**src/vic_loader_cfg.svh**
```systemverilog
`ifndef VIC_LOADER_CFG_SVH
`define VIC_LOADER_CFG_SVH

// Bus widths
`define VIC_ADDR_W    16
`define IOCTL_ADDR_W  25
`define APB_ADDR_W    4

// Write limits, first address that may not be written
`define PRG_LIMIT     16'hA000
`define CART_LIMIT    16'hC000

// System ROM window inside the download stream
`define ROM_WIN_LO    16'h4000
`define ROM_WIN_HI    16'h8000
`define ROM_OFFSET    16'h8000

// Download index codes
`define IDX_ROM       8'd0
`define IDX_PRG       8'd1
`define IDX_CART_HDR  8'd2
`define IDX_CART_RAW  8'd3

`endif

```
**src/vic_loader_pkg.sv**
```systemverilog
`default_nettype none
`include "vic_loader_cfg.svh"

package vic_loader_pkg;

	typedef logic [`VIC_ADDR_W-1:0]   addr_t;
	typedef logic [7:0]               byte_t;
	typedef logic [7:0]               ioctl_idx_t;
	typedef logic [`IOCTL_ADDR_W-1:0] ioctl_ofs_t;

	// Bit 0 RAM1 at $0400, bits 1..3 blocks at $2000-$7FFF, bit 4 block 5 at $A000
	typedef logic [4:0] blk_mask_t;

	// One beat of the host download channel
	typedef struct packed {
		logic       download;
		ioctl_idx_t index;
		logic       wr;
		ioctl_ofs_t ofs;
		byte_t      data;
		byte_t      ext;
	} dl_stream_t;

	// Configuration memory write
	typedef struct packed {
		logic  wr;
		addr_t addr;
		byte_t data;
	} mem_wr_t;

	// Pointer patch sequence, a write and a gap per pointer byte
	typedef enum logic [4:0] {
		p_idle,
		p_wr0, p_gap0, p_wr1, p_gap1,
		p_wr2, p_gap2, p_wr3, p_gap3,
		p_wr4, p_gap4, p_wr5, p_gap5,
		p_wr6, p_gap6, p_wr7, p_gap7
	} patch_state_t;

endpackage

`default_nettype wire

```
**src/basic_ptr_patcher.sv**
```systemverilog
`default_nettype none

module basic_ptr_patcher (
	input  logic                    clk_sys,
	input  logic                    reset,
	input  vic_loader_pkg::mem_wr_t ld_wr_i,
	input  logic                    prg_done_i,
	input  vic_loader_pkg::addr_t   prg_end_i,
	input  logic                    dl_active_i,
	output vic_loader_pkg::mem_wr_t mem_wr_o
);

	vic_loader_pkg::patch_state_t state;
	vic_loader_pkg::addr_t        end_q;
	vic_loader_pkg::addr_t        ld_addr_q;
	vic_loader_pkg::byte_t        ld_data_q;
	vic_loader_pkg::addr_t        ptr_addr;
	logic                         ld_wr_q;
	logic                         ptr_wr;
	logic                         ptr_hi;

	always_ff @(posedge clk_sys) begin
		if (reset)
			ld_wr_q <= 1'b0;
		else
			ld_wr_q <= ld_wr_i.wr;
	end

	always_ff @(posedge clk_sys) begin
		ld_addr_q <= ld_wr_i.addr;
		ld_data_q <= ld_wr_i.data;
		if ((state == vic_loader_pkg::p_idle) && prg_done_i)
			end_q <= prg_end_i;
	end

	////////////////////////////////////////
	// Patch sequence

	// Any new download aborts the sequence
	always_ff @(posedge clk_sys) begin
		if (reset || dl_active_i)
			state <= vic_loader_pkg::p_idle;
		else if (state == vic_loader_pkg::p_idle) begin
			if (prg_done_i)
				state <= vic_loader_pkg::p_wr0;
		end else if (state == vic_loader_pkg::p_gap7)
			state <= vic_loader_pkg::p_idle;
		else
			state <= vic_loader_pkg::patch_state_t'(state + 5'd1);
	end

	// BASIC start of variables, arrays, end of arrays and end of program
	always_comb begin
		ptr_wr   = 1'b1;
		ptr_hi   = 1'b0;
		ptr_addr = 16'h002D;
		case (state)
			vic_loader_pkg::p_wr0: ptr_addr = 16'h002D;
			vic_loader_pkg::p_wr1: begin
				ptr_addr = 16'h002E;
				ptr_hi   = 1'b1;
			end
			vic_loader_pkg::p_wr2: ptr_addr = 16'h002F;
			vic_loader_pkg::p_wr3: begin
				ptr_addr = 16'h0030;
				ptr_hi   = 1'b1;
			end
			vic_loader_pkg::p_wr4: ptr_addr = 16'h0031;
			vic_loader_pkg::p_wr5: begin
				ptr_addr = 16'h0032;
				ptr_hi   = 1'b1;
			end
			vic_loader_pkg::p_wr6: ptr_addr = 16'h00AE;
			vic_loader_pkg::p_wr7: begin
				ptr_addr = 16'h00AF;
				ptr_hi   = 1'b1;
			end
			default: ptr_wr = 1'b0;
		endcase
	end

	always_comb begin
		if (state == vic_loader_pkg::p_idle) begin
			mem_wr_o.wr   = ld_wr_q;
			mem_wr_o.addr = ld_addr_q;
			mem_wr_o.data = ld_data_q;
		end else begin
			mem_wr_o.wr   = ptr_wr;
			mem_wr_o.addr = ptr_addr;
			mem_wr_o.data = ptr_hi ? end_q[15:8] : end_q[7:0];
		end
	end

endmodule

`default_nettype wire

```
**src/image_loader.sv**
```systemverilog
`default_nettype none
`include "vic_loader_cfg.svh"

module image_loader (
	input  logic                       clk_sys,
	input  logic                       reset,
	input  vic_loader_pkg::dl_stream_t dl_i,
	output vic_loader_pkg::mem_wr_t    ld_wr_o,
	output logic                       prg_done_o,
	output vic_loader_pkg::addr_t      prg_end_o,
	output vic_loader_pkg::blk_mask_t  cart_blk_o
);

	vic_loader_pkg::addr_t     addr_q;
	vic_loader_pkg::addr_t     seed_addr;
	vic_loader_pkg::addr_t     cur_addr;
	vic_loader_pkg::blk_mask_t blk_q;
	vic_loader_pkg::blk_mask_t blk_set;
	logic                      old_dl;
	logic                      is_rom;
	logic                      is_prg;
	logic                      is_cart;
	logic                      has_hdr;
	logic                      hdr_wr;
	logic                      raw_start;
	logic                      rom_hit;
	logic                      prg_hit;
	logic                      cart_hit;

	////////////////////////////////////////
	// Stream decode

	assign is_rom  = dl_i.download && (dl_i.index == `IDX_ROM);
	assign is_prg  = dl_i.download && (dl_i.index == `IDX_PRG);
	assign is_cart = dl_i.download &&
		((dl_i.index == `IDX_CART_HDR) || (dl_i.index == `IDX_CART_RAW));

	// Programs and headered carts carry a little-endian load address
	assign has_hdr   = (dl_i.index == `IDX_PRG) || (dl_i.index == `IDX_CART_HDR);
	assign hdr_wr    = dl_i.download && dl_i.wr && has_hdr && (dl_i.ofs < 2);
	assign raw_start = !old_dl && dl_i.download && (dl_i.index == `IDX_CART_RAW);

	// Start address of a raw cart from the last extension character
	always_comb begin
		seed_addr = addr_q;
		if ((dl_i.ext >= "2") && (dl_i.ext <= "9"))
			seed_addr = {dl_i.ext[3:0], 12'h000};
		else if ((dl_i.ext == "A") || (dl_i.ext == "B"))
			seed_addr = {dl_i.ext[3:0] + 4'd9, 12'h000};
	end

	// A write in the very first beat already uses the seeded address
	assign cur_addr = raw_start ? seed_addr : addr_q;

	assign prg_hit  = is_prg && dl_i.wr && !hdr_wr && (cur_addr < `PRG_LIMIT);
	assign cart_hit = is_cart && dl_i.wr && !hdr_wr && (cur_addr < `CART_LIMIT);
	assign rom_hit  = is_rom && dl_i.wr &&
		(dl_i.ofs >= `ROM_WIN_LO) && (dl_i.ofs < `ROM_WIN_HI);

	always_comb begin
		ld_wr_o.wr   = prg_hit || cart_hit || rom_hit;
		ld_wr_o.addr = rom_hit ? (dl_i.ofs[15:0] + `ROM_OFFSET) : cur_addr;
		ld_wr_o.data = dl_i.data;
	end

	// 8 KB block touched by a cart write
	always_comb begin
		case (cur_addr[15:13])
			3'b000:  blk_set = 5'b00001;
			3'b001:  blk_set = 5'b00010;
			3'b010:  blk_set = 5'b00100;
			3'b011:  blk_set = 5'b01000;
			3'b101:  blk_set = 5'b10000;
			default: blk_set = 5'b00000;
		endcase
	end

	////////////////////////////////////////
	// Address counter and flags

	always_ff @(posedge clk_sys) begin
		if (reset) begin
			old_dl     <= 1'b0;
			addr_q     <= '0;
			blk_q      <= '0;
			prg_done_o <= 1'b0;
		end else begin
			old_dl     <= dl_i.download;
			prg_done_o <= old_dl && !dl_i.download && (dl_i.index == `IDX_PRG);
			if (hdr_wr) begin
				if (dl_i.ofs[0])
					addr_q[15:8] <= dl_i.data;
				else
					addr_q[7:0] <= dl_i.data;
			end else if (prg_hit || cart_hit) begin
				addr_q <= cur_addr + 1'b1;
			end else if (raw_start) begin
				addr_q <= seed_addr;
			end
			if (cart_hit)
				blk_q <= blk_q | blk_set;
		end
	end

	// Counter ends one past the last byte written
	assign prg_end_o  = addr_q;
	assign cart_blk_o = blk_q;

endmodule

`default_nettype wire

```
**src/vic_cfg_regs.sv**
```systemverilog
`default_nettype none
`include "vic_loader_cfg.svh"

module vic_cfg_regs (
	input  logic                      clk_sys,
	input  logic                      reset,
	input  logic [`APB_ADDR_W-1:0]    paddr_i,
	input  logic                      psel_i,
	input  logic                      penable_i,
	input  logic                      pwrite_i,
	input  vic_loader_pkg::byte_t     pwdata_i,
	input  vic_loader_pkg::blk_mask_t cart_blk_i,
	output vic_loader_pkg::byte_t     prdata_o,
	output logic                      pready_o,
	output logic                      pslverr_o,
	output vic_loader_pkg::blk_mask_t ram_ext_o,
	output vic_loader_pkg::blk_mask_t ram_ext_ro_o
);

	localparam logic [`APB_ADDR_W-1:0] reg_opt_addr = 'h0;
	localparam logic [`APB_ADDR_W-1:0] reg_blk_addr = 'h1;

	// Option register layout, bit 4 down to bit 0
	typedef struct packed {
		logic       cart_wr;
		logic       ram3;
		logic [1:0] ram2;
		logic       ram1;
	} opt_t;

	opt_t       opt_q;
	logic [2:0] ram2_blk;
	logic       apb_wr;

	////////////////////////////////////////
	// APB access

	// No wait states and no error response
	assign pready_o  = 1'b1;
	assign pslverr_o = 1'b0;

	assign apb_wr = psel_i && penable_i && pwrite_i;

	always_ff @(posedge clk_sys) begin
		if (reset)
			opt_q <= '0;
		else if (apb_wr && (paddr_i == reg_opt_addr))
			opt_q <= pwdata_i[4:0];
	end

	always_comb begin
		prdata_o = '0;
		if (psel_i && !pwrite_i) begin
			case (paddr_i)
				reg_opt_addr: prdata_o = {3'b000, opt_q};
				reg_blk_addr: prdata_o = {3'b000, cart_blk_i};
				default:      prdata_o = '0;
			endcase
		end
	end

	////////////////////////////////////////
	// Expansion masks

	// RAM2 size code to blocks 1..3, always filled from block 1 upward
	always_comb begin
		case (opt_q.ram2)
			2'd0:    ram2_blk = 3'b000;
			2'd1:    ram2_blk = 3'b001;
			2'd2:    ram2_blk = 3'b011;
			default: ram2_blk = 3'b111;
		endcase
	end

	assign ram_ext_o    = {opt_q.ram3, ram2_blk, opt_q.ram1} | cart_blk_i;
	assign ram_ext_ro_o = opt_q.cart_wr ? '0 : cart_blk_i;

endmodule

`default_nettype wire

```
**src/vic_loader_top.sv**
```systemverilog
`default_nettype none
`include "vic_loader_cfg.svh"

module vic_loader_top (
	input  logic                       clk_sys,
	input  logic                       reset,
	input  vic_loader_pkg::dl_stream_t dl_i,
	input  logic [`APB_ADDR_W-1:0]     paddr_i,
	input  logic                       psel_i,
	input  logic                       penable_i,
	input  logic                       pwrite_i,
	input  vic_loader_pkg::byte_t      pwdata_i,
	output vic_loader_pkg::byte_t      prdata_o,
	output logic                       pready_o,
	output logic                       pslverr_o,
	output vic_loader_pkg::mem_wr_t    mem_wr_o,
	output vic_loader_pkg::blk_mask_t  ram_ext_o,
	output vic_loader_pkg::blk_mask_t  ram_ext_ro_o
);

	vic_loader_pkg::mem_wr_t   ld_wr;
	vic_loader_pkg::addr_t     prg_end;
	vic_loader_pkg::blk_mask_t cart_blk;
	logic                      prg_done;

	image_loader u_loader (
		.clk_sys    (clk_sys),
		.reset      (reset),
		.dl_i       (dl_i),
		.ld_wr_o    (ld_wr),
		.prg_done_o (prg_done),
		.prg_end_o  (prg_end),
		.cart_blk_o (cart_blk)
	);

	basic_ptr_patcher u_patcher (
		.clk_sys     (clk_sys),
		.reset       (reset),
		.ld_wr_i     (ld_wr),
		.prg_done_i  (prg_done),
		.prg_end_i   (prg_end),
		.dl_active_i (dl_i.download),
		.mem_wr_o    (mem_wr_o)
	);

	vic_cfg_regs u_regs (
		.clk_sys      (clk_sys),
		.reset        (reset),
		.paddr_i      (paddr_i),
		.psel_i       (psel_i),
		.penable_i    (penable_i),
		.pwrite_i     (pwrite_i),
		.pwdata_i     (pwdata_i),
		.cart_blk_i   (cart_blk),
		.prdata_o     (prdata_o),
		.pready_o     (pready_o),
		.pslverr_o    (pslverr_o),
		.ram_ext_o    (ram_ext_o),
		.ram_ext_ro_o (ram_ext_ro_o)
	);

endmodule

`default_nettype wire

```
**config.mk**
```make
export PLATFORM = sky130hd
export DESIGN_NAME = vic_loader_top
export DESIGN_NICKNAME = d
export VERILOG_FILES = /design/src/vic_loader_pkg.sv /design/src/basic_ptr_patcher.sv /design/src/image_loader.sv /design/src/vic_cfg_regs.sv /design/src/vic_loader_top.sv
export VERILOG_INCLUDE_DIRS = /design/src /design/src/src
export SDC_FILE = /design/constraint.sdc
export NUM_CORES = 1
export LEC_CHECK = 0
export CORE_MARGIN = 4
export CORE_UTILIZATION = 68
export CTS_BUF_LIST = sky130_fd_sc_hd__clkbuf_16
export DETAILED_ROUTE_END_ITERATION = 7
export DONT_BUFFER_PORTS = 1
export PLACE_DENSITY = 0.8
export SYNTH_ARGS = -nofsm -noshare
export SYNTH_HDL_FRONTEND = slang
export SYNTH_SLANG_ARGS = --single-unit
```
**constraint.sdc**
```tcl
create_clock -name clk_sys -period 6.1 [get_ports clk_sys]
set_input_delay 0.61 -clock clk_sys [delete_from_list [all_inputs] [get_ports clk_sys]]
set_output_delay 0.61 -clock clk_sys [all_outputs]
set_load 0.01 [all_outputs]
```
==> reports/results.tsv <==
stage	metric	value	unit
floorplan	dieArea	7141	sq um
global_routing	grt_antenna_before_repair	0	
pwr	leakagePower	1.585	nW
clock_tree	cts_tree	built	
timing	fin_crit_sh	0.5867	
global_routing	grt_use_met1	0.3352	
final_layout	diodes	0	
logic_synthesis	synth.top_cell.area_share	0.2917	
logic_synthesis	synth_most_common_cell	dfxtp_1	
clock_tree	cts_sinks	74	
detailed_routing	drcViolationCount	0	
logic_synthesis	synth.distinct_cells	66	
critical_path	critical_path_buf_inv_count	1	
clock_tree	insertion_delay	330	ps
flow_run	cap_violations	0	
clock_tree	cts_root_buf	clkbuf_16	
placement	portBuffers	0	
timing	skew	4.260	ps
floorplan	start_util	0.7097	
final_layout	area_growth	6.224	%
clock_tree	clkTransAtPathRegs	60	ps
global_routing	grt_overflow	0	
critical_path	end_kind	flop	
logic_synthesis	synthCells	440	
placement	dpl_cell_area	3968	sq um
timing	finalSetupTns	0	ps
clock_tree	clk_path_buf_depth	2	
critical_path	crit_arrival	3820	ps
outcome	outcome	completed	
logic_synthesis	ys.flop_type	dfxtp_1	
timing	rsz0062_at_grt	no	
critical_path	path_cells	inv_1 -> ha_1 -> nor4_1 -> a211o_1 -> a21o_1 -> and2_1 -> ha_1 -> nand3_1 -> or3_1 -> or4_1 -> nor3_1 -> xor2_1 -> a211oi_1	
logic_synthesis	ys_ff_latch	74	
clock_tree	postCtsSetupBuffers	0	
clock_tree	cts.htree.levels	3	
detailed_routing	dr.pass1.iters	7	
floorplan	die_height	84.51	um
critical_path	startpoint_type	primary input	
logic_synthesis	yosysWarnings	0	
final_layout	fin_area	4228	sq um
clock_tree	holdBufCountCts	0	
timing	setup_viol	0	
global_routing	use_met3	0.06084	
timing	slew_viol_final	0	
detailed_routing	drt.antenna.violating_nets	0	
detailed_routing	initialDrtViolationCount	288	
floorplan	ioPinCount	113	
critical_path	crit_top_cell	ha_1	
detailed_routing	avgViaCountPerCell	6.582	
critical_path	worstPathMaxFanout	10	
logic_synthesis	syn_area	3980	sq um
global_routing	grt_pass1_wl	15.35	mm
clock_tree	cts_resized	0	
placement	place_congestion	0.8956	
logic_synthesis	synth_commonest_cells	dfxtp_1 (58), nor2_1 (56), nand2_1 (34)	
global_routing	grt_max_degree	28	
critical_path	cp.required	6340	ps
timing	hold_viol_final	0	
floorplan	row_count	27	
global_routing	use_met2	0.4612	
timing	worst_slew_pin_slew	1146	ps
critical_path	critPathKind	in2reg	
final_layout	nNetsFinal	508	
detailed_routing	routed_wl	9.680	mm
logic_synthesis	syn_area_per_cell	9.046	sq um
timing	layout_min_cycle_time	3579	ps
pwr	power.density	234.6	nW/um^2
detailed_routing	avgRoutedWirePerCell	19.09	um
global_routing	busiest_layer	met2	
placement	place.detailed.hpwl	7.152	mm
pwr	ir_drop	0.1735	mV
floorplan	design.core.area	5608	sq um
timing	maxClockFrequency	0.2794	GHz
logic_synthesis	yosys.area.top_type	dfxtp_1	
global_routing	grt_usage	0.2654	
critical_path	cp_top_family	simple AND/OR/NAND/NOR gates	
timing	slew-limit-headroom	0.2290	
logic_synthesis	async_reset_ff_frac	0	
critical_path	cpPeakStageDelay	420	ps
floorplan	fp.dieW	84.51	um
logic_synthesis	synth_edf_count	16	
logic_synthesis	netlist_top_cells_area	dfxtp_1 (29%), edfxtp_1 (12%), mux2i_1 (6.0%)	
worst_hold_path	hold_path_class	in2reg	
logic_synthesis	ys_seq_area_frac	0.4124	
clock_tree	numCtsBuffers	9	
global_routing	grt_pass1_vias	3093	
critical_path	critPathSlowestCell	or4_1	
final_layout	fillers	411	
detailed_routing	dr_total_vias	3337	
final_layout	drive_above_1_share	0.08276	
==> power breakdown <==
| part | leakage, nW | switching [W] | internal (W) |
|---|---|---|---|
| Sequential | 0.633 | 0.00000106 | 0.000501 |
| Clock | 0.128 | 0.000193 | 0.000269 |
| Combinational | 0.823 | 0.0000150 | 0.0000115 |
| Total | 1.58 | 0.000209 | 0.000782 |
==> cell usage in the layout (no fill, tap or decap), types with 4 or more instances in the layout <==
master and n:
dfxtp_1 58, nor2_1 56, nand2_1 34, mux2i_1 24, a21oi_1 18, edfxtp_1 16, nor4_1 14, and2_1 14
nor2b_1 11, a211oi_1 11, nand3_1 10, inv_1 9, xnor2_1 9, ha_1 9, clkbuf_16 9, a22o_1 8
nor3_1 8, or2_2 7, o21ai_0 7, a22oi_1 6, a31oi_1 6, nand4_1 5, conb_1 5, and3_1 4
nor4_2 4
==> worst paths after layout <==
path,startpoint,cells after the start,slack [ps],endpoint
hold / removal,dl_i[15],0,310,u_patcher.ld_data_q[7]
setup reg to reg,u_loader.old_dl,11,2990,u_loader.prg_end_o[14]
setup / recovery,dl_i[0],13,2520,u_loader.prg_end_o[14]
hold reg to reg,u_loader.old_dl,2,480,u_loader.prg_done_o
==> final cells by class <==
class / count / area (sq um) / share of cell area
Clock buffer: 9 / 225.2 / 0.05327
Clock inverter: 6 / 35.03 / 0.008286
Multi-Input combinational cell: 335 / 2187 / 0.5173
Tap cell: 72 / 90.09 / 0.02131
Sequential cell: 74 / 1642 / 0.3883
Inverter: 9 / 33.78 / 0.007991
Timing Repair Buffer: 2 / 15.01 / 0.003551
==> layer usage <==
layer	up-vias	part of all wire
met2	164	0.50
met5	-	0
met4	0	0.014
met3	15	0.082
met1	1566	0.40
li1	1592	-
==> cell families after synthesis <==
family,share of synthesized area
mux,0.06036
xor+xnor,0.02641
other cells,0.001887
compound gates,0.1672
simple gates,0.2584
fa+ha+maj,0.03081
buf+inv,0.04244
flops,0.4124
==> registers in the layout, indices dropped and copies added (netlist names) <==
signal and flops:
u_loader.old_dl 1, u_loader.prg_end_o 16, u_loader.prg_done_o 1, u_regs.opt_q 5, u_patcher.ld_wr_q 1, u_patcher.end_q 16
u_patcher.ld_addr_q 16, u_patcher.state 5, u_patcher.ld_data_q 8, u_loader.cart_blk_o 5
==> per-stage QoR <==
| step | std cells | power (W) | util | hold WS, ps | worst slack (ps) |
|---|---|---|---|---|---|
| global placement | 492 | 0.0005382 | 0.7075 | 443.0 | 2357 |
| detailed placement | 492 | 0.0005389 | 0.7075 | 445.7 | 2298 |
| floorplan | 443 | 0.0005425 | - | 422.7 | 2739 |
| CTS | 507 | 0.0009937 | 0.7539 | 298.1 | 2583 |
| finish | 507 | 0.0009917 | 0.7539 | 305.0 | 2521 |
| global route | 507 | 0.001025 | 0.7539 | 292.6 | 2354 |
==> worst reg2reg max path, cell delays in order, from the launching register on <==
cell,delay (ps)
dfxtp_1,320
and4b_1,220
nand3_1,160
a21o_1,360
and2_1,250
ha_1,230
nand3_1,140
or3_1,400
or4_1,420
nor3_1,210
xor2_1,100
a211oi_1,230
No activity file was read; power rests on OpenSTA's default activity.
